**src/common/pcs_rx_pkg.sv**
```systemverilog
`default_nettype none

package pcs_rx_pkg;

    // lane and block geometry
    localparam int NUM_LANES = 4;
    localparam int NB_BLOCK  = 66;
    localparam int NB_OFFSET = 7;                   // holds 0..65
    localparam int NB_PAIR   = 2 * NB_BLOCK;        // previous + current word
    localparam int NB_BUS    = NUM_LANES * NB_BLOCK;

    // lock limits
    localparam int SH_LOCK_COUNT    = 64;           // good headers in a row
    localparam int SH_CHECK_WINDOW  = 1024;         // words per locked window
    localparam int SH_INVALID_LIMIT = 16;           // bad headers per window

    // counter widths
    localparam int NB_GOOD_CNT    = $clog2(SH_LOCK_COUNT);
    localparam int NB_WINDOW_CNT  = $clog2(SH_CHECK_WINDOW);
    localparam int NB_INVALID_CNT = $clog2(SH_INVALID_LIMIT + 1);

    // raw gearbox word, not yet aligned
    typedef logic [NB_BLOCK-1:0] raw_word_t;

    // aligned coded block, sync header in bits 1:0
    typedef struct packed {
        logic [NB_BLOCK-3:0] payload;
        logic [1:0]          sh;
    } block_t;

endpackage

`default_nettype wire

```
**src/common/lane_if.sv**
```systemverilog
`timescale 1ns/1ns
`default_nettype none

// one lane of the receive stream, payload type set per instance
interface lane_if
    import pcs_rx_pkg::*;
#(
    parameter type T = raw_word_t
)
();

    logic valid;        // single-cycle strobe, no back-pressure
    T     data;
    logic signal_ok;
    logic lock;         // block lock, tied low on raw lanes

    modport source (
        output valid,
        output data,
        output signal_ok,
        output lock
    );

    modport sink (
        input valid,
        input data,
        input signal_ok,
        input lock
    );

endinterface

`default_nettype wire

```
**src/block_aligner/block_sync_fsm.sv**
```systemverilog
`timescale 1ns/1ns
`default_nettype none

module block_sync_fsm
    import pcs_rx_pkg::*;
(
    input  wire                  i_clock,
    input  wire                  i_rst_n,
    input  wire                  i_valid,
    input  wire                  i_signal_ok,
    input  wire                  i_sh_valid,
    output logic [NB_OFFSET-1:0] o_offset,
    output logic                 o_block_lock
);

    typedef enum logic {
        UNLOCKED,
        LOCKED
    } sync_state_t;

    sync_state_t               state;
    logic [NB_OFFSET-1:0]      offset;
    logic [NB_OFFSET-1:0]      offset_slip;
    logic [NB_GOOD_CNT-1:0]    good_cnt;
    logic [NB_WINDOW_CNT-1:0]  timer;
    logic [NB_INVALID_CNT-1:0] invalid_cnt;
    logic [NB_INVALID_CNT-1:0] invalid_next;

    // next search position with 65 wrapping to 0
    assign offset_slip  = (offset == NB_OFFSET'(NB_BLOCK - 1)) ? '0 : offset + 1'b1;
    assign invalid_next = invalid_cnt + {{(NB_INVALID_CNT-1){1'b0}}, ~i_sh_valid};

    always_ff @(posedge i_clock or negedge i_rst_n)
    begin
        if (!i_rst_n)
        begin
            state       <= UNLOCKED;
            offset      <= '0;
            good_cnt    <= '0;
            timer       <= '0;
            invalid_cnt <= '0;
        end
        else if (!i_signal_ok)
        begin
            // signal loss restarts the search from offset 0
            state       <= UNLOCKED;
            offset      <= '0;
            good_cnt    <= '0;
            timer       <= '0;
            invalid_cnt <= '0;
        end
        else if (i_valid)
        begin
            case (state)
                UNLOCKED:
                begin
                    if (!i_sh_valid)
                    begin
                        good_cnt <= '0;
                        offset   <= offset_slip;        // try the next bit position
                    end
                    else if (good_cnt == NB_GOOD_CNT'(SH_LOCK_COUNT - 1))
                    begin
                        state       <= LOCKED;
                        good_cnt    <= '0;
                        timer       <= '0;
                        invalid_cnt <= '0;
                    end
                    else
                        good_cnt <= good_cnt + 1'b1;
                end
                LOCKED:
                begin
                    if (invalid_next == NB_INVALID_CNT'(SH_INVALID_LIMIT))
                    begin
                        state       <= UNLOCKED;
                        offset      <= offset_slip;
                        timer       <= '0;
                        invalid_cnt <= '0;
                    end
                    else if (timer == NB_WINDOW_CNT'(SH_CHECK_WINDOW - 1))
                    begin
                        timer       <= '0;              // window done so start fresh
                        invalid_cnt <= '0;
                    end
                    else
                    begin
                        timer       <= timer + 1'b1;
                        invalid_cnt <= invalid_next;
                    end
                end
                default: state <= UNLOCKED;
            endcase
        end
    end

    assign o_offset     = offset;
    assign o_block_lock = (state == LOCKED);

    a_offset_range: assert property (@(posedge i_clock) disable iff (!i_rst_n)
        o_offset < NB_OFFSET'(NB_BLOCK))
        else $error("block sync offset out of range");

    // signal still present in the cycle where lock appears
    a_lock_needs_signal: assert property (@(posedge i_clock) disable iff (!i_rst_n)
        $rose(o_block_lock) |-> i_signal_ok)
        else $error("block lock rose without signal_ok");

endmodule

`default_nettype wire

```
**src/block_aligner/lane_block_aligner.sv**
```systemverilog
`timescale 1ns/1ns
`default_nettype none

module lane_block_aligner
    import pcs_rx_pkg::*;
(
    input  wire     i_clock,
    input  wire     i_rst_n,
    lane_if.sink    i_raw,
    lane_if.source  o_blk
);

    raw_word_t            prev_word;
    logic [NB_PAIR-1:0]   pair;
    block_t               candidate;
    logic                 sh_valid;
    logic [NB_OFFSET-1:0] offset;
    logic                 block_lock;

    // earlier word in the low half, stream bit 0 first
    assign pair      = {i_raw.data, prev_word};
    assign candidate = pair[offset +: NB_BLOCK];
    assign sh_valid  = candidate.sh[1] ^ candidate.sh[0];  // 01 or 10

    always_ff @(posedge i_clock or negedge i_rst_n)
    begin
        if (!i_rst_n)
            prev_word <= '0;
        else if (i_raw.valid)
            prev_word <= i_raw.data;
    end

    block_sync_fsm u_sync (
        .i_clock      (i_clock),
        .i_rst_n      (i_rst_n),
        .i_valid      (i_raw.valid),
        .i_signal_ok  (i_raw.signal_ok),
        .i_sh_valid   (sh_valid),
        .o_offset     (offset),
        .o_block_lock (block_lock)
    );

    always_ff @(posedge i_clock or negedge i_rst_n)
    begin
        if (!i_rst_n)
            o_blk.valid <= 1'b0;
        else
            o_blk.valid <= i_raw.valid;
    end

    // block at the offset in use for this word
    always_ff @(posedge i_clock)
    begin
        if (i_raw.valid)
            o_blk.data <= candidate;
    end

    assign o_blk.lock      = block_lock;        // fsm state, same edge as valid
    assign o_blk.signal_ok = i_raw.signal_ok;

endmodule

`default_nettype wire

```
**src/rtl/pcs_rx_align_top.sv**
```systemverilog
`timescale 1ns/1ns
`default_nettype none

module pcs_rx_align_top
    import pcs_rx_pkg::*;
(
    input  wire                   i_clock,
    input  wire                   i_rst_n,
    input  wire                   i_valid,
    input  wire  [NB_BUS-1:0]     i_data,
    input  wire  [NUM_LANES-1:0]  i_signal_ok,
    output logic                  o_valid,
    output logic [NB_BUS-1:0]     o_data,
    output logic [NUM_LANES-1:0]  o_lane_lock,
    output logic                  o_link_up
);

    lane_if #(.T(raw_word_t)) raw_lanes [NUM_LANES] ();
    lane_if #(.T(block_t))    blk_lanes [NUM_LANES] ();

    rx_lane_splitter u_splitter (
        .i_clock     (i_clock),
        .i_rst_n     (i_rst_n),
        .i_valid     (i_valid),
        .i_data      (i_data),
        .i_signal_ok (i_signal_ok),
        .o_lanes     (raw_lanes)
    );

    // one independent aligner per lane
    for (genvar g = 0; g < NUM_LANES; g++)
    begin : g_align
        lane_block_aligner u_aligner (
            .i_clock (i_clock),
            .i_rst_n (i_rst_n),
            .i_raw   (raw_lanes[g]),
            .o_blk   (blk_lanes[g])
        );
    end

    rx_lane_merger u_merger (
        .i_clock     (i_clock),
        .i_rst_n     (i_rst_n),
        .i_lanes     (blk_lanes),
        .o_valid     (o_valid),
        .o_data      (o_data),
        .o_lane_lock (o_lane_lock),
        .o_link_up   (o_link_up)
    );

endmodule

`default_nettype wire

```
**src/rtl/rx_lane_merger.sv**
```systemverilog
`timescale 1ns/1ns
`default_nettype none

module rx_lane_merger
    import pcs_rx_pkg::*;
(
    input  wire                   i_clock,
    input  wire                   i_rst_n,
    lane_if.sink                  i_lanes [NUM_LANES],
    output logic                  o_valid,
    output logic [NB_BUS-1:0]     o_data,
    output logic [NUM_LANES-1:0]  o_lane_lock,
    output logic                  o_link_up
);

    logic [NUM_LANES-1:0] lane_valid;
    logic [NUM_LANES-1:0] lane_lock;
    logic [NUM_LANES-1:0] lane_ok;
    logic [NB_BUS-1:0]    lane_data;

    for (genvar g = 0; g < NUM_LANES; g++)
    begin : g_lane
        assign lane_valid[g]                     = i_lanes[g].valid;
        assign lane_lock[g]                      = i_lanes[g].lock;
        assign lane_ok[g]                        = i_lanes[g].signal_ok;
        assign lane_data[g*NB_BLOCK +: NB_BLOCK] = i_lanes[g].data;
    end

    always_ff @(posedge i_clock or negedge i_rst_n)
    begin
        if (!i_rst_n)
        begin
            o_valid     <= 1'b0;
            o_lane_lock <= '0;
            o_link_up   <= 1'b0;
        end
        else
        begin
            o_valid     <= lane_valid[0];           // lanes run in lockstep
            o_lane_lock <= lane_lock & lane_ok;
            o_link_up   <= &(lane_lock & lane_ok);  // every lane locked
        end
    end

    always_ff @(posedge i_clock)
    begin
        if (lane_valid[0])
            o_data <= lane_data;
    end

    // one splitter strobe fans out to all aligners
    a_lanes_in_step: assert property (@(posedge i_clock) disable iff (!i_rst_n)
        lane_valid == {NUM_LANES{lane_valid[0]}})
        else $error("lane valids differ: %b", lane_valid);

endmodule

`default_nettype wire

```
**src/rtl/rx_lane_splitter.sv**
```systemverilog
`timescale 1ns/1ns
`default_nettype none

module rx_lane_splitter
    import pcs_rx_pkg::*;
(
    input  wire                  i_clock,
    input  wire                  i_rst_n,
    input  wire                  i_valid,
    input  wire [NB_BUS-1:0]     i_data,
    input  wire [NUM_LANES-1:0]  i_signal_ok,
    lane_if.source               o_lanes [NUM_LANES]
);

    logic                 valid_q;
    logic [NB_BUS-1:0]    data_q;
    logic [NUM_LANES-1:0] signal_ok_q;

    always_ff @(posedge i_clock or negedge i_rst_n)
    begin
        if (!i_rst_n)
        begin
            valid_q     <= 1'b0;
            signal_ok_q <= '0;
        end
        else
        begin
            valid_q     <= i_valid;
            signal_ok_q <= i_signal_ok;     // follows every clock, strobe or not
        end
    end

    always_ff @(posedge i_clock)
    begin
        if (i_valid)
            data_q <= i_data;
    end

    // lane 0 sits in the low bits of the bus
    for (genvar g = 0; g < NUM_LANES; g++)
    begin : g_lane
        assign o_lanes[g].valid     = valid_q;
        assign o_lanes[g].data      = data_q[g*NB_BLOCK +: NB_BLOCK];
        assign o_lanes[g].signal_ok = signal_ok_q[g];
        assign o_lanes[g].lock      = 1'b0;
    end

endmodule

`default_nettype wire

```
**config.mk**
```make
export PLATFORM = sky130hd
export DESIGN_NAME = pcs_rx_align_top
export DESIGN_NICKNAME = d
export VERILOG_FILES = /design/src/common/pcs_rx_pkg.sv /design/src/common/lane_if.sv /design/src/block_aligner/block_sync_fsm.sv /design/src/block_aligner/lane_block_aligner.sv /design/src/rtl/pcs_rx_align_top.sv /design/src/rtl/rx_lane_merger.sv /design/src/rtl/rx_lane_splitter.sv
export SDC_FILE = /design/constraint.sdc
export NUM_CORES = 2
export LEC_CHECK = 0
export BUFFER_PORTS_ARGS = -buffer_cell sky130_fd_sc_hd__buf_2
export CORE_MARGIN = 3
export CORE_UTILIZATION = 55
export CTS_CLUSTER_DIAMETER = 60
export CTS_CLUSTER_SIZE = 40
export DETAILED_ROUTE_END_ITERATION = 7
export PLACE_DENSITY = 0.75
export SYNTH_ARGS = -nofsm -noshare
export SYNTH_HDL_FRONTEND = slang
export SYNTH_SLANG_ARGS = --single-unit
```
**constraint.sdc**
```tcl
create_clock -name i_clock -period 24 [get_ports i_clock]
set_clock_uncertainty 0.1 [all_clocks]
set_input_delay 1.2 -clock i_clock [delete_from_list [all_inputs] [get_ports i_clock]]
set_output_delay 1.2 -clock i_clock [all_outputs]
set_load 0.01 [all_outputs]
```
==> flow_metrics.tcl <==
set metrics [dict create \
    status "finished clean" \
    syn_nets 7134 \
    synthDominantAreaCellType "edfxtp_1" \
    timing_worst_setup_path_type "flop to flop" \
    clk_pin_slew_ns 0.08 \
    rows 137 \
    cp-start-kind "flop" \
    power_uw 8370 \
    rrSetupSlack_ns 16.82 \
    routedWlPerCell_um 28.1 \
    worstMarginPinSlew_ns 1.19 \
    synthCells 6839 \
    clock-sinks 1184 \
    core_um2 140000 \
    drt_first_pass_iters 6 \
    via_count 59700 \
    start_util_pct 55.5 \
    utilization_pct 60.9 \
    finalHoldViolCount 0 \
    drtIter0Drc 8925 \
    yosysWarningCount 0 \
    min_period_ns 7.18 \
    post-cts-setup-buffers 0 \
    synth_area_leaders "edfxtp_1, dfrtp_1, mux4_2, mux2i_1, mux2_2" \
    grt_max_degree 172 \
    antenna_found_initial 21 \
    via_per_inst 6.66 \
    postCtsHoldBufs 0 \
    end_kind "flop" \
    final_nets 7292 \
    synth-seq-cells 1184 \
    htreeDepth 3 \
    arrival_ns 7.71 \
    synth-edff-count 792 \
    cts_buffers 95 \
    synth_area_per_cell_um2 11.3 \
    drcViolationCount 0 \
    clock_latency_ns 0.76 \
    hpwl_um 189000 \
    fmax_mhz 139 \
    setup_viol 0 \
    gr-total-overflow 0 \
    stdcell_count 8966 \
    dieArea_um2 145000 \
    synth_top_area_share_pct 30.7 \
    max-cap-violations 0 \
    synth_area_um2 77400 \
    place_inst 8776 \
    synth_cell_types 91 \
    min-delay-path-class "flop to flop" \
    chipWidth_um 381 \
    postCtsResizedCells 0 \
    grt_pass1_wl_um 372000 \
    port_buffers 540 \
    ys_seq_area_share_pct 43.4 \
    wirelength_um 252000 \
    synth-main-ff-cell "edfxtp_1" \
    tns_ns 0 \
    synth-async-reset-ratio_pct 33.1 \
    gp_congestion 1.04 \
    grt_pass1_vias 55700 \
    finalCritPeriodShare_pct 29.9 \
    holdWs_ns 0.313 \
    grt.total_usage_pct 33.8 \
    clockBufferDepth 3 \
    area_growth_pct 9.76 \
    fillers 11400 \
    cts_tree "yes" \
    ir_drop_v 0.0000819 \
    total_leakage_power_uw 0.0348 \
    relSlewSlack_pct 19.5 \
    drive_gt1_share_pct 27.1 \
    slew_viol_final 0 \
    crit_fanout 72 \
    die-height_um 381 \
    rsz0062_at_grt "no" \
    p_per_area_nw_per_um2 98.5 \
    io_pins 541 \
    drt.antenna.violating_nets 0 \
    cts-root-buf "clkbuf_16" \
    worstPathRequired_ns 24.53 \
]
==> area by class of cell <==
cell class              instances  area, µm²  area share, %
repair buffers                623       3380           3.98
inverters                      74        310          0.365
clock inverters                79       1590           1.87
clock buffers                 101       2450           2.89
well taps                    1876       2350           2.76
multi-input cells            5019      41200           48.5
diodes                         10       25.0         0.0295
flip-flops and latches       1184      33700           39.6
==> routing by layer <==
metal | track usage [%] | vias up | part of all wire (%) | wire, µm
li1 | - | 26200 | - | -
met1 | 49.5 | 29500 | 42 | 105000
met2 | 50.1 | 3401 | 44 | 110000
met3 | 7.23 | 516 | 11 | 26500
met4 | 11.7 | 10 | 3.8 | 9630
met5 | 0 | - | 0.029 | 72
==> power breakdown <==
| group | switching [µW] | total, µW | internal, µW |
|---|---|---|---|
| Combinational | 2170 | 3650 | 1480 |
| Sequential | 277 | 2860 | 2580 |
| Clock | 973 | 1860 | 888 |
==> synth_stat cells (15+ instances only) <==
master,instances
mux2i_1,925
o2bb2ai_1,27
buf_4,21
ha_1,24
nand2_1,931
dfrtp_1,392
nand3_1,85
o211ai_1,69
mux2_2,625
a21oi_1,214
edfxtp_1,792
mux2_1,32
clkbuf_1,301
nor2_1,485
o21ai_1,24
and3_1,48
a21o_1,15
a211oi_1,31
nor2b_1,31
mux4_2,417
or3_1,15
and2_1,22
o22ai_1,143
buf_2,51
inv_1,62
o21ai_0,522
nand2b_1,36
o31ai_1,32
nor3_1,41
buf_1,177
a31oi_1,25
==> cell families after synthesis <==
logic type / Yosys count / share of synthesized area [%]
xor gates and xnor gates: 11 / 0.158
and+or+nand+nor: 1753 / 9.46
muxes: 1999 / 33.7
DFF: 1184 / 43.4
adders and majority gates: 24 / 0.388
buffers and inverters: 636 / 3.39
AOI/OAI and AO/OA: 1232 / 9.53
==> critical path, stage by stage, from the launching register on <==
cell and delay [ns]:
dfrtp_4 0.77, buf_4 0.69, buf_4 0.87, mux4_2 0.38, mux2i_1 0.15, mux2_2 0.34, mux4_2 0.50, a211oi_2 0.38
xor2_2 0.48, inv_1 0.09, ha_1 0.24, ha_1 0.25, nand3_1 0.14, xor2_1 0.10, or4_1 0.57, o22a_2 0.33
or2_1 0.30, o31ai_1 0.26
==> layout by cell type (no fill, tap or decap), drive strengths merged, types with 23 or more instances in the layout <==
cell type / instances
a31oi: 26
mux2: 657
o2bb2ai: 27
o31ai: 32
o22ai: 143
ha: 24
edfxtp: 792
nand2: 931
nor2b: 31
nand2b: 36
clkinv: 49
a21oi: 215
mux2i: 925
o21ai: 546
and2: 23
nand3: 86
nor2: 485
inv: 100
nor3: 41
o211ai: 69
and3: 48
clkbuf: 101
dfrtp: 392
buf: 623
mux4: 417
a211oi: 36
==> flip-flops by register name, indices dropped and copies added, names as in the netlist <==
signal	flops
g_align.u_aligner.o_blk.data	264
g_align.u_aligner.o_blk.valid	1
g_align.u_aligner.prev_word	264
g_align.u_aligner.u_sync.good_cnt	24
g_align.u_aligner.u_sync.invalid_cnt	20
g_align.u_aligner.u_sync.o_block_lock	4
g_align.u_aligner.u_sync.o_offset	28
g_align.u_aligner.u_sync.timer	40
u_merger.o_data	264
u_merger.o_lane_lock	4
u_merger.o_link_up	1
u_merger.o_valid	1
u_splitter.data_q	264
u_splitter.o_lanes.valid	1
u_splitter.signal_ok_q	4
==> per-stage QoR <==
stage          cell area [µm²]  setup WS (ns)
3_5_place_dp             80900          16.92
2_1_floorplan            77400          16.32
5_1_grt                  84900          16.18
3_3_place_gp             80900          17.13
4_1_cts                  84900          16.89
6_report                 84900          16.82
==> final timing paths <==
check / startpoint / to / cells after the start
worst max-delay path: g_align[3].u_aligner.u_sync.o_offset[0] / g_align[3].u_aligner.u_sync.o_offset[5] / 17
worst min-delay path: g_align[3].u_aligner.o_blk.data[30] / u_merger.o_data[228] / 0
worst max register to register: g_align[3].u_aligner.u_sync.o_offset[0] / g_align[3].u_aligner.u_sync.o_offset[5] / 17
worst min register to register: g_align[3].u_aligner.o_blk.data[30] / u_merger.o_data[228] / 0
max in group asynchronous: i_rst_n / u_splitter.o_lanes[0].valid / 3
min in group asynchronous: i_rst_n / g_align[3].u_aligner.prev_word[62] / 1
(Power assumes the default switching activity.)
